==> src/logic/iopage_bus_pkg.sv <==
/*
   bus-side types for the I/O page: APB completer request and response, and
   the internal access word that is broadcast to every unit
*/
package iopage_bus_pkg;

   // page offset and bus word widths
   localparam int PAGE_AW = 13;
   localparam int DATA_W = 16;

   // as driven by the requester, held stable until pready
   typedef struct packed
   {
      logic psel;
      logic penable;
      logic pwrite;
      logic [PAGE_AW-1:0] paddr;
      logic [DATA_W-1:0] pwdata;
      logic [DATA_W/8-1:0] pstrb;
   } iopage_apb_req_t;

   typedef struct packed
   {
      logic [DATA_W-1:0] prdata;
      logic pready;
      logic pslverr;
   } iopage_apb_rsp_t;

   // valid for exactly one cycle per transfer
   typedef struct packed
   {
      logic valid;
      logic write;
      logic [1:0] reg_idx;
      logic [DATA_W/8-1:0] strb;
      logic [DATA_W-1:0] wdata;
   } iopage_access_t;

endpackage

==> src/logic/iopage_dev_pkg.sv <==
/*
   register map and CSR layout of one interval clock unit
   only the low byte of the CSR carries bits, the high byte reads zero
*/
package iopage_dev_pkg;

   // word index within a unit slot, index 3 is unmapped
   localparam logic [1:0] REG_CSR = 2'd0;
   localparam logic [1:0] REG_RELOAD = 2'd1;
   localparam logic [1:0] REG_COUNT = 2'd2;

   // registers per slot, one slot spans 8 bytes
   localparam int SLOT_WORDS = 4;

   // status as read back
   typedef struct packed
   {
      logic [7:0] zero_hi;
      logic done;
      logic ie;
      logic [4:0] zero_mid;
      logic run;
   } iopage_csr_sts_t;

   // control as written, clr_done is write one to clear
   typedef struct packed
   {
      logic [7:0] unused_hi;
      logic clr_done;
      logic ie;
      logic [4:0] unused_mid;
      logic run;
   } iopage_csr_ctl_t;

   typedef union packed
   {
      iopage_csr_sts_t sts;
      iopage_csr_ctl_t ctl;
   } iopage_csr_u;

   typedef struct packed
   {
      logic req;
      logic [7:0] vector;
   } iopage_intr_t;

endpackage

==> src/logic/iopage_apb_decode.sv <==
/*
   APB completer with one fixed wait state: setup, access, then pready
   a hit needs a word-aligned offset inside the unit slots and a mapped register
*/
module iopage_apb_decode
#(
   parameter int N_UNITS = 4,
   parameter logic [iopage_bus_pkg::PAGE_AW-1:0] BASE_ADDR = 13'o17540
)
(
   input logic clk,
   input logic reset,
   input iopage_bus_pkg::iopage_apb_req_t apb_req,
   output logic pready,
   output iopage_bus_pkg::iopage_access_t access,
   output logic [N_UNITS-1:0] sel
);

   import iopage_bus_pkg::*;
   import iopage_dev_pkg::*;

   localparam int SLOT_SHIFT = $clog2(SLOT_WORDS) + 1;
   localparam logic [PAGE_AW-1:0] SPAN = PAGE_AW'(N_UNITS * SLOT_WORDS * 2);

   logic phase_c;
   logic [PAGE_AW-1:0] offset;
   logic [PAGE_AW-1:0] slot;
   logic [1:0] reg_idx;
   logic addr_hit;

   // high during cycle C only
   always_ff @(posedge clk)
   begin
      if (reset)
         phase_c <= 1'b0;
      else
         phase_c <= apb_req.psel && apb_req.penable && !phase_c;
   end

   assign pready = phase_c;

   assign offset = apb_req.paddr - BASE_ADDR;
   assign slot = offset >> SLOT_SHIFT;
   assign reg_idx = offset[SLOT_SHIFT-1:1];

   assign addr_hit = (apb_req.paddr >= BASE_ADDR) && (offset < SPAN) &&
                     !offset[0] && (reg_idx <= REG_COUNT);

   // first access cycle only
   always_comb
   begin
      access.valid = apb_req.psel && apb_req.penable && !phase_c;
      access.write = apb_req.pwrite;
      access.reg_idx = reg_idx;
      access.strb = apb_req.pstrb;
      access.wdata = apb_req.pwdata;
   end

   always_comb
   begin
      for (int i = 0; i < N_UNITS; i++)
         sel[i] = access.valid && addr_hit && (slot == PAGE_AW'(i));
   end

   // direction, data and strobes are held like the address
   assert property (@(posedge clk) disable iff (reset)
      apb_req.psel && !pready |=> $stable({apb_req.pwrite, apb_req.pwdata, apb_req.pstrb}));

   // requester holds the address through the wait state
   assert property (@(posedge clk) disable iff (reset)
      apb_req.psel && !pready |=> $stable(apb_req.paddr));

endmodule

==> src/logic/iopage_clock_unit.sv <==
/*
   interval clock: counts down from reload while run is set, sets done on expiry
   count is read only, writes to it are accepted and dropped
*/
module iopage_clock_unit
#(
   parameter int UNIT_INDEX = 0,
   parameter logic [7:0] VEC_BASE = 8'o100
)
(
   input logic clk,
   input logic reset,
   input iopage_bus_pkg::iopage_access_t access,
   input logic hit,
   input logic intr_ack,
   output logic [iopage_bus_pkg::DATA_W-1:0] rdata,
   output iopage_dev_pkg::iopage_intr_t intr
);

   import iopage_bus_pkg::*;
   import iopage_dev_pkg::*;

   // four vector words per unit
   localparam logic [7:0] VEC = VEC_BASE + 8'(4 * UNIT_INDEX);

   iopage_csr_u csr_q;
   iopage_csr_u wr_csr;
   logic [DATA_W-1:0] reload_q;
   logic [DATA_W-1:0] count_q;
   logic wr_en;
   logic csr_wr;
   logic reload_wr;
   logic expire;

   assign wr_en = hit && access.valid && access.write;
   assign csr_wr = wr_en && (access.reg_idx == REG_CSR) && access.strb[0];
   assign reload_wr = wr_en && (access.reg_idx == REG_RELOAD);
   assign wr_csr = access.wdata;
   assign expire = csr_q.sts.run && (count_q == '0);

   // later assignments win: expiry, then write, then acknowledge
   always_ff @(posedge clk)
   begin
      if (reset)
         csr_q <= '0;
      else
      begin
         if (expire)
            csr_q.sts.done <= 1'b1;
         if (csr_wr)
         begin
            csr_q.sts.ie <= wr_csr.ctl.ie;
            csr_q.sts.run <= wr_csr.ctl.run;
            if (wr_csr.ctl.clr_done)
               csr_q.sts.done <= 1'b0;
         end
         if (intr_ack)
            csr_q.sts.done <= 1'b0;
      end
   end

   always_ff @(posedge clk)
   begin
      if (reset)
      begin
         reload_q <= '0;
         count_q <= '0;
      end
      else
      begin
         if (reload_wr && access.strb[0])
            reload_q[7:0] <= access.wdata[7:0];
         if (reload_wr && access.strb[1])
            reload_q[15:8] <= access.wdata[15:8];
         // idle or expired: follow reload
         if (!csr_q.sts.run || expire)
            count_q <= reload_q;
         else
            count_q <= count_q - 1'b1;
      end
   end

   // sampled at the end of the access cycle
   always_ff @(posedge clk)
   begin
      if (hit && access.valid)
      begin
         case (access.reg_idx)
            REG_CSR:
               rdata <= {8'b0, csr_q.sts.done, csr_q.sts.ie, 5'b0, csr_q.sts.run};
            REG_RELOAD:
               rdata <= reload_q;
            REG_COUNT:
               rdata <= count_q;
            default:
               rdata <= '0;
         endcase
      end
   end

   assign intr.req = csr_q.sts.done && csr_q.sts.ie;
   assign intr.vector = VEC;

   // collector only steers an ack to a unit that is requesting
   assert property (@(posedge clk) disable iff (reset) intr_ack |-> intr.req);

endmodule

==> src/logic/iopage_collect.sv <==
/*
   read data and error for cycle C, fixed-priority interrupt choice
   lowest unit index wins; pslverr only has meaning alongside pready
*/
module iopage_collect
#(
   parameter int N_UNITS = 4
)
(
   input logic clk,
   input logic reset,
   input logic [N_UNITS-1:0] sel,
   input logic [iopage_bus_pkg::DATA_W-1:0] unit_rdata [N_UNITS],
   input iopage_dev_pkg::iopage_intr_t unit_intr [N_UNITS],
   input logic intr_ack,
   output logic [iopage_bus_pkg::DATA_W-1:0] prdata,
   output logic pslverr,
   output iopage_dev_pkg::iopage_intr_t intr,
   output logic [N_UNITS-1:0] unit_ack
);

   import iopage_bus_pkg::*;

   logic [N_UNITS-1:0] sel_q;
   logic [N_UNITS-1:0] grant;

   // sel from cycle B steers cycle C
   always_ff @(posedge clk)
   begin
      if (reset)
      begin
         sel_q <= '0;
         pslverr <= 1'b0;
      end
      else
      begin
         sel_q <= sel;
         pslverr <= (sel == '0);
      end
   end

   // zero when nothing decoded
   always_comb
   begin
      prdata = '0;
      for (int i = 0; i < N_UNITS; i++)
         prdata = prdata | (unit_rdata[i] & {DATA_W{sel_q[i]}});
   end

   // scan downward so the lowest requester is kept
   always_comb
   begin
      grant = '0;
      intr = '0;
      for (int i = N_UNITS - 1; i >= 0; i--)
      begin
         if (unit_intr[i].req)
         begin
            grant = '0;
            grant[i] = 1'b1;
            intr = unit_intr[i];
         end
      end
   end

   assign unit_ack = grant & {N_UNITS{intr_ack}};

endmodule

==> src/logic/iopage_top.sv <==
/*
   I/O page of N_UNITS interval clocks behind one APB completer port
   unit i sits at BASE_ADDR + 8*i and interrupts at VEC_BASE + 4*i
*/
module iopage_top
#(
   parameter int N_UNITS = 4,
   parameter logic [iopage_bus_pkg::PAGE_AW-1:0] BASE_ADDR = 13'o17540,
   parameter logic [7:0] VEC_BASE = 8'o100
)
(
   input logic clk,
   input logic reset,
   input iopage_bus_pkg::iopage_apb_req_t apb_req,
   output iopage_bus_pkg::iopage_apb_rsp_t apb_rsp,
   output iopage_dev_pkg::iopage_intr_t intr,
   input logic intr_ack
);

   import iopage_bus_pkg::*;
   import iopage_dev_pkg::*;

   iopage_access_t access;
   logic [N_UNITS-1:0] sel;
   logic [N_UNITS-1:0] unit_ack;
   logic [DATA_W-1:0] unit_rdata [N_UNITS];
   iopage_intr_t unit_intr [N_UNITS];

   iopage_apb_decode #(.N_UNITS(N_UNITS), .BASE_ADDR(BASE_ADDR)) u_decode
   (
      .clk(clk),
      .reset(reset),
      .apb_req(apb_req),
      .pready(apb_rsp.pready),
      .access(access),
      .sel(sel)
   );

   for (genvar i = 0; i < N_UNITS; i++)
   begin : g_unit
      iopage_clock_unit #(.UNIT_INDEX(i), .VEC_BASE(VEC_BASE)) u_clock_unit
      (
         .clk(clk),
         .reset(reset),
         .access(access),
         .hit(sel[i]),
         .intr_ack(unit_ack[i]),
         .rdata(unit_rdata[i]),
         .intr(unit_intr[i])
      );
   end

   iopage_collect #(.N_UNITS(N_UNITS)) u_collect
   (
      .clk(clk),
      .reset(reset),
      .sel(sel),
      .unit_rdata(unit_rdata),
      .unit_intr(unit_intr),
      .intr_ack(intr_ack),
      .prdata(apb_rsp.prdata),
      .pslverr(apb_rsp.pslverr),
      .intr(intr),
      .unit_ack(unit_ack)
   );

endmodule

==> config.mk <==
export PLATFORM = sky130hd
export DESIGN_NAME = iopage_top
export DESIGN_NICKNAME = d
export VERILOG_FILES = /design/src/logic/iopage_bus_pkg.sv /design/src/logic/iopage_dev_pkg.sv /design/src/logic/iopage_apb_decode.sv /design/src/logic/iopage_clock_unit.sv /design/src/logic/iopage_collect.sv /design/src/logic/iopage_top.sv
export SDC_FILE = /design/constraint.sdc
export NUM_CORES = 1
export LEC_CHECK = 0
export BUFFER_PORTS_ARGS = -buffer_cell sky130_fd_sc_hd__buf_4
export CAP_MARGIN = 20
export CORE_AREA = 5 5 141 143
export DETAILED_ROUTE_END_ITERATION = 7
export DIE_AREA = 0 0 146 148
export HOLD_SLACK_MARGIN = 0.08
export PLACE_DENSITY_LB_ADDON = 0.15
export RECOVER_POWER = 100
export SETUP_SLACK_MARGIN = 0.02
export SYNTH_ARGS = -nofsm -noshare
export SYNTH_HDL_FRONTEND = slang
export SYNTH_SLANG_ARGS = --single-unit
export TNS_END_PERCENT = 50
==> constraint.sdc <==
create_clock -name clk -period 3.7 [get_ports clk]
set_input_delay 0 -clock clk [delete_from_list [all_inputs] [get_ports clk]]
set_output_delay 0 -clock clk [all_outputs]
set_load 0.005 [all_outputs]
# Word-level counts from Yosys, hierarchy flattened
# Index checks and enable logic that the tools add are counted.
[classes]
order_cmp = 3
eq_ne = 5
bitwise_logic = 8
shifts = 0
div = 0
reduce_logical = 67
n_mux = 28
multipliers = 0
add_sub_neg = 5
[op_table]
columns = ["op", "n"]
rows = [
  ["case mux 16 bit (3 select lines)", 4],
  ["bitwise AND 16 bit", 4],
  ["logical NOT 16 bit", 4],
  ["two-way mux 16 bit", 4],
  ["subtractor 16 x 1 -> 16 bit (second input constant)", 4],
  ["bitwise OR 16 bit", 3],
  ["logical AND 1 bit", 46],
  ["two-way mux 9 bit", 4],
  ["== test 10 x 2 -> 1 bit (second input constant)", 2],
  ["two-way mux 4 bit", 4],
  ["greater-or-equal comparator 13 bit (second input constant)", 1],
  ["logical NOT 13 bit", 1],
  ["less-than comparator 13 x 6 -> 1 bit (second input constant)", 1],
  ["subtractor 13 bit (second input constant)", 1],
  ["== test 10 x 1 -> 1 bit (second input constant)", 1],
  ["two-way mux 1 bit", 8],
  ["two-way mux 2 bit", 4],
  ["OR reduction 2 bit", 4],
  ["logical NOT 1 bit", 6],
  ["bitwise AND 4 bit", 1],
  ["logical NOT 4 bit", 1],
  ["logical OR 1 bit", 4],
  ["== test 2 x 1 -> 1 bit (second input constant)", 1],
  ["== test 2 bit (second input constant)", 1],
  ["other kinds (2)", 2],
]
[word_totals]
out_inout_bits = 27
word_cells = 143
ramBits = 0
rom_bits = 0
register_bits = 210
latchBits = 0
n_memories = 0
in_bits = 37

# Depth between registers and ports, before layout
[logic_depth]
depth_word = 12
mapped_depth = 8
depth_no_buf = 6

# Modules after synthesis
# Synthesis repeated with hierarchy kept, for this count alone.
[hier_totals]
cells_unflattened = 1024
area_unflattened_um2 = 10117.2
[modules_own_cells]
columns = ["module", "seq_area_each_um2", "cells_per_inst", "area_each_um2", "n_inst"]
rows = [
  ["iopage_clock_unit", 1181.1, 220, 2277.2, 4],
  ["iopage_collect", 100.1, 108, 743.2, 1],
  ["iopage_apb_decode", 20.0, 36, 265.3, 1],
]

# Worst setup path before layout
# No wires, ideal clock.
[synth_timing]
path_kind = "reg2reg"
startpoint = "register u_decode.phase_c, in the netlist u_decode.pready"
endpoint = "register g_unit[2].u_clock_unit.csr_q[7] (netlist name)"
setup_ns = 0.187
stages_incl_launch_ff = 6
path_slack_ns = 1.709
path_buffers = 1
arrival_ns = 1.804
required_ns = 3.513
period_less_slack_ns = 1.991
cell_sequence = "dfxtp_1 -> and3b_1 -> nand4_1 -> clkbuf_1 -> nor2_1 -> a2111oi_0"
[synth_between]
elab_chain_len = 9
[synth_rtl]
columns = ["item", "line_no", "source"]
rows = [
  ["start: declaration", "iopage_apb_decode.sv:25", "logic phase_c;"],
  ["start signal: assignment", "iopage_apb_decode.sv:37", "phase_c <= apb_req.psel && apb_req.penable && !phase_c;"],
  ["logical NOT 1 bit (*)", "iopage_apb_decode.sv:52", "access.valid = apb_req.psel && apb_req.penable && !phase_c;"],
  ["logical AND 1 bit (*)", "iopage_apb_decode.sv:52", ""],
  ["logical AND 1 bit (2 in a row)", "iopage_apb_decode.sv:62", "sel[i] = access.valid && addr_hit && (slot == PAGE_AW'(i));"],
  ["logical AND 1 bit (*) (2 in a row)", "iopage_clock_unit.sv:35", "assign wr_en = hit && access.valid && access.write;"],
  ["logical AND 1 bit (*) (2 in a row)", "iopage_clock_unit.sv:36", "assign csr_wr = wr_en && (access.reg_idx == REG_CSR) && access.strb[0];"],
  ["two-way mux 2 bit (*)", "iopage_clock_unit.sv:50", "if (csr_wr)"],
  ["end: declaration", "iopage_clock_unit.sv:26", "iopage_csr_u csr_q;"],
]
# Every way passes the cells marked *; elsewhere a longest branch is shown, timed or not.
# A chain may end at the register's enable or synchronous reset.

# Final worst setup path
[layout_timing]
startpoint = "input apb_req[20] (netlist name)"
endpoint = "register g_unit[2].u_clock_unit.rdata[6] (netlist name), data pin"
[layout_between]
elab_chain_len = 3
word_cells_on_any_way = 5
cone_classes = "1 x add/sub; 2 x eq/ne; 1 x mux; 1 x reduce/logical"
[layout_rtl]
columns = ["item", "line_no", "source"]
rows = [
  ["start: declaration", "iopage_top.sv:14", "input iopage_bus_pkg::iopage_apb_req_t apb_req,"],
  ["subtractor 13 bit (*)", "iopage_apb_decode.sv:42", "assign offset = apb_req.paddr - BASE_ADDR;"],
  ["== test 2 bit (tied with other cells)", "iopage_clock_unit.sv:88", "case (access.reg_idx)"],
  ["case mux 16 bit (3 select lines) (*)", "iopage_clock_unit.sv:88", ""],
  ["end signal: assignment", "iopage_clock_unit.sv:90", "rdata <= {8'b0, csr_q.sts.done, csr_q.sts.ie, 5'b0, csr_q.sts.run};"],
  ["end signal: assignment", "iopage_clock_unit.sv:92", "rdata <= reload_q;"],
  ["end signal: assignment", "iopage_clock_unit.sv:94", "rdata <= count_q;"],
  ["end: declaration", "iopage_clock_unit.sv:16", "output logic [iopage_bus_pkg::DATA_W-1:0] rdata,"],
]
# Marks and branches as above.

==> flow_metrics.py <==
metrics = {
    "synthesis": {
        "synth_simple_gate_area_frac": 0.1681,
        "syn_inst": 1045,
        "yosys.area.top_type": "dfxtp_1",
        "synth_xor_area_frac": 0.04198,
        "synth_compound_area_frac": 0.2300,
        "synth-main-ff-cell": "dfxtp_1",
        "syn_area_sq_um": 10010,
        "ys_top_cells_by_area": "dfxtp_1, edfxtp_1, nand4_1, a22o_1, a21oi_1",
        "synth_common_cells": "dfxtp_1, nand4_1, a21oi_1",
        "synthAdderAreaFrac": 0.009996,
        "synth-seq-cells": 210,
        "syn_area_per_cell_sq_um": 9.582,
        "yosysMostFrequentCell": "dfxtp_1",
        "yosys_warnings": 0,
        "ys_types": 59,
        "synthMuxAreaShare": 0.01200,
        "synth_top_family_by_area": "compound AO/OA/AOI/OAI gates",
        "async_flop_share": 0,
        "seq_area_frac_synth": 0.4838,
        "yosysTopAreaCellShare": 0.2919,
        "synth_edf_count": 64,
    },
    "final_layout": {
        "final_nets": 1116,
        "drive_gt1_frac": 0.1021,
        "final_util": 0.6177,
        "stdcell_count": 1321,
        "diodes": 0,
        "area_growth_syn_to_layout_pct": 13.84,
        "fin_area_sq_um": 11400,
    },
    "floorplan": {
        "ios": 64,
        "die_area_sq_um": 21610,
        "coreArea_sq_um": 18460,
        "start_util": 0.5426,
        "die-width_um": 146,
        "rows": 50,
        "die_y_um": 148,
    },
    "sta": {
        "slew_headroom": -0.4711,
        "setup_tns_ns": 0,
        "slew_viol_final": 73,
        "hold_violations": 0,
        "tightest_slew_ns": 2.199,
        "fin_skew_ns": 0.007687,
        "setup_violations": 0,
        "rsz0062_at_grt": "false",
        "fin_crit_sh": 0.8487,
        "min_period_ns": 3.140,
        "fmax_mhz": 318.4,
    },
    "run_status": {
        "status": "complete, but fails checks",
        "violations": "max-capacitance violations, max-slew violations",
    },
    "drt": {
        "wl_per_cell_um": 23.00,
        "firstDrtPassIters": 6,
        "vias": 8749,
        "drc": 0,
        "highest_layer": "met4",
        "wl_met1_um": 13730,
        "wirelength_um": 30380,
        "postRouteAntennaNets": 0,
        "drt_iter0_markers": 963,
        "viasPerCell": 6.623,
        "dr_wl_met3_um": 2701,
        "met2WireLength_um": 13010,
    },
    "hold_path": {
        "hold_path_class": "input pin to flip-flop",
    },
    "place": {
        "place_congestion": 0.8900,
        "io_buffer_count": 58,
        "place_hpwl_um": 20600,
        "placedCellCount": 1253,
        "placed_area_sq_um": 10490,
    },
    "global_route": {
        "grt_usage": 0.2728,
        "grt_pass1_vias": 8168,
        "grt_max_degree": 86,
        "grt_pass1_wl_um": 46840,
        "grt.overflow.total": 0,
        "antenna_found_initial": 0,
    },
    "clock_network": {
        "cts_max_path_buffers": 3,
        "cts-root-buf": "clkbuf_16",
        "cts_buffers": 22,
        "insertion_delay_ns": 0.50,
        "path_clk_slew_ns": 0.06,
        "cts_sinks": 210,
        "htreeDepth": 1,
        "cts_tree": "yes",
        "cts_setup_buffers": 0,
    },
    "job": {
        "maxCapViolations": 2,
    },
    "power": {
        "p_int_w": 0.003843,
        "swShare": 0.2108,
        "comb_power_share": 0.038,
        "p_leak_nw": 4.319,
        "peakVddDrop_v": 0.0003321,
        "power_density_nw_per_um2": 427.2,
        "power.share.sequential": 0.484,
        "p_sw_w": 0.001027,
        "clkPwrFrac": 0.477,
    },
    "worst_setup_path": {
        "cp_slowest_cell": "clkbuf_1",
        "crit_path_max_fanout": 22,
        "path_cells": "dlygate4sd3_1, clkbuf_1, nor2b_1, clkbuf_1, nand2_1, o21ai_0",
        "crit_top_cell": "clkbuf_1",
        "crit_path_max_incr_delay_ns": 0.95,
        "cp_data_required_time_ns": 3.94,
        "path_class": "input pin to flip-flop",
        "end_kind": "flip-flop",
        "cp.arrival_ns": 3.38,
        "cp-start-kind": "input pin",
    },
}
==> registers in the layout (all words and copies together), names as in the netlist <==
signal and flops:
g_unit.u_clock_unit.count_q 64, g_unit.u_clock_unit.csr_q 12, g_unit.u_clock_unit.rdata 64, g_unit.u_clock_unit.reload_q 64
u_collect.pslverr 1, u_collect.sel_q 4, u_decode.pready 1
==> area by class of cell <==
cell class	count	area [sq um]
Multi-Input combinational cell	716	4612
Clock inverter	8	141.4
Inverter	14	52.55
Sequential cell	210	4845
Fill cell	1577	7056
Tap cell	234	292.8
Clock buffer	32	609.3
Timing Repair Buffer	107	847.1
==> cells by family (layout without fill, tap and decap cells) <==
group,after synthesis,in the layout
AO/OA/AOI/OAI,346,346
XOR/XNOR,48,48
adder cells (fa/ha/maj),8,8
buffers and inverters,123,161
flip-flops,210,210
multiplexers,12,12
other,1,5
AND/OR/NAND/NOR,297,297
==> worst max-delay path, delay by kind of cell <==
family / cells / cell delay (ns)
buffers and inverters: 3 / 2.18
AND/OR/NAND/NOR: 2 / 0.95
AO/OA/AOI/OAI: 1 / 0.24
==> final timing paths <==
path / start / to / slack (ns) / cells after the start
max: apb_req[20] / g_unit[2].u_clock_unit.rdata[6] / 0.56 / 6
min: apb_req[27] / g_unit[2].u_clock_unit.csr_q[0] / 0.08 / 5
max reg2reg: g_unit[1].u_clock_unit.count_q[3] / g_unit[1].u_clock_unit.count_q[13] / 0.69 / 4
min reg2reg: g_unit[2].u_clock_unit.reload_q[0] / g_unit[2].u_clock_unit.reload_q[0] / 0.49 / 2
==> stage by stage <==
| stage | power, W | setup slack, ns | hold WS [ns] |
|---|---|---|---|
| after floorplan | 0.002492 | 1.709 | 0.1543 |
| after global placement | 0.002570 | 1.237 | 0.3201 |
| after detailed placement | 0.002571 | 1.150 | 0.3218 |
| after CTS | 0.004886 | 1.030 | 0.08984 |
| after global routing | 0.004998 | 0.4397 | 0.1117 |
| final | 0.004870 | 0.5598 | 0.07654 |
==> routing by layer <==
metal  GRT usage  vias to the layer above
li1            -                     4036
met1      0.4039                     4235
met2      0.4059                      417
met3     0.04874                       61
met4     0.08796                        0
met5           0                        -
==> layout by cell type, fill, tap and decap left out, types with 14 or more instances in the layout <==
master and instances:
nand4_1 92, a21oi_1 90, dfxtp_1 146, a211oi_1 55, a22oi_1 34, clkbuf_16 23
nand2_1 46, nor2_1 73, o21ai_0 86, buf_4 44, dlygate4sd3_1 28, xor2_1 37
inv_1 14, clkbuf_1 22, edfxtp_1 64, clkbuf_4 19, a22o_1 52
==> repair_timing <==
item                       in CTS  in global routing
gates resized for setup         0                  0
hold buffers                   28                  0
setup endpoints to repair       0                  0
hold endpoints to repair       88                  0
==> power groups by stage <==
stage / Sequential [W] / Combinational (W) / Clock, W
floorplan: 0.00241 / 0.0000837 / 0
global placement: 0.00241 / 0.000162 / 0
detailed placement: 0.00241 / 0.000162 / 0
CTS: 0.00236 / 0.000184 / 0.00234
global route: 0.00236 / 0.000194 / 0.00245
finish: 0.00236 / 0.000187 / 0.00232
Power figures use the tool's default switching activity.
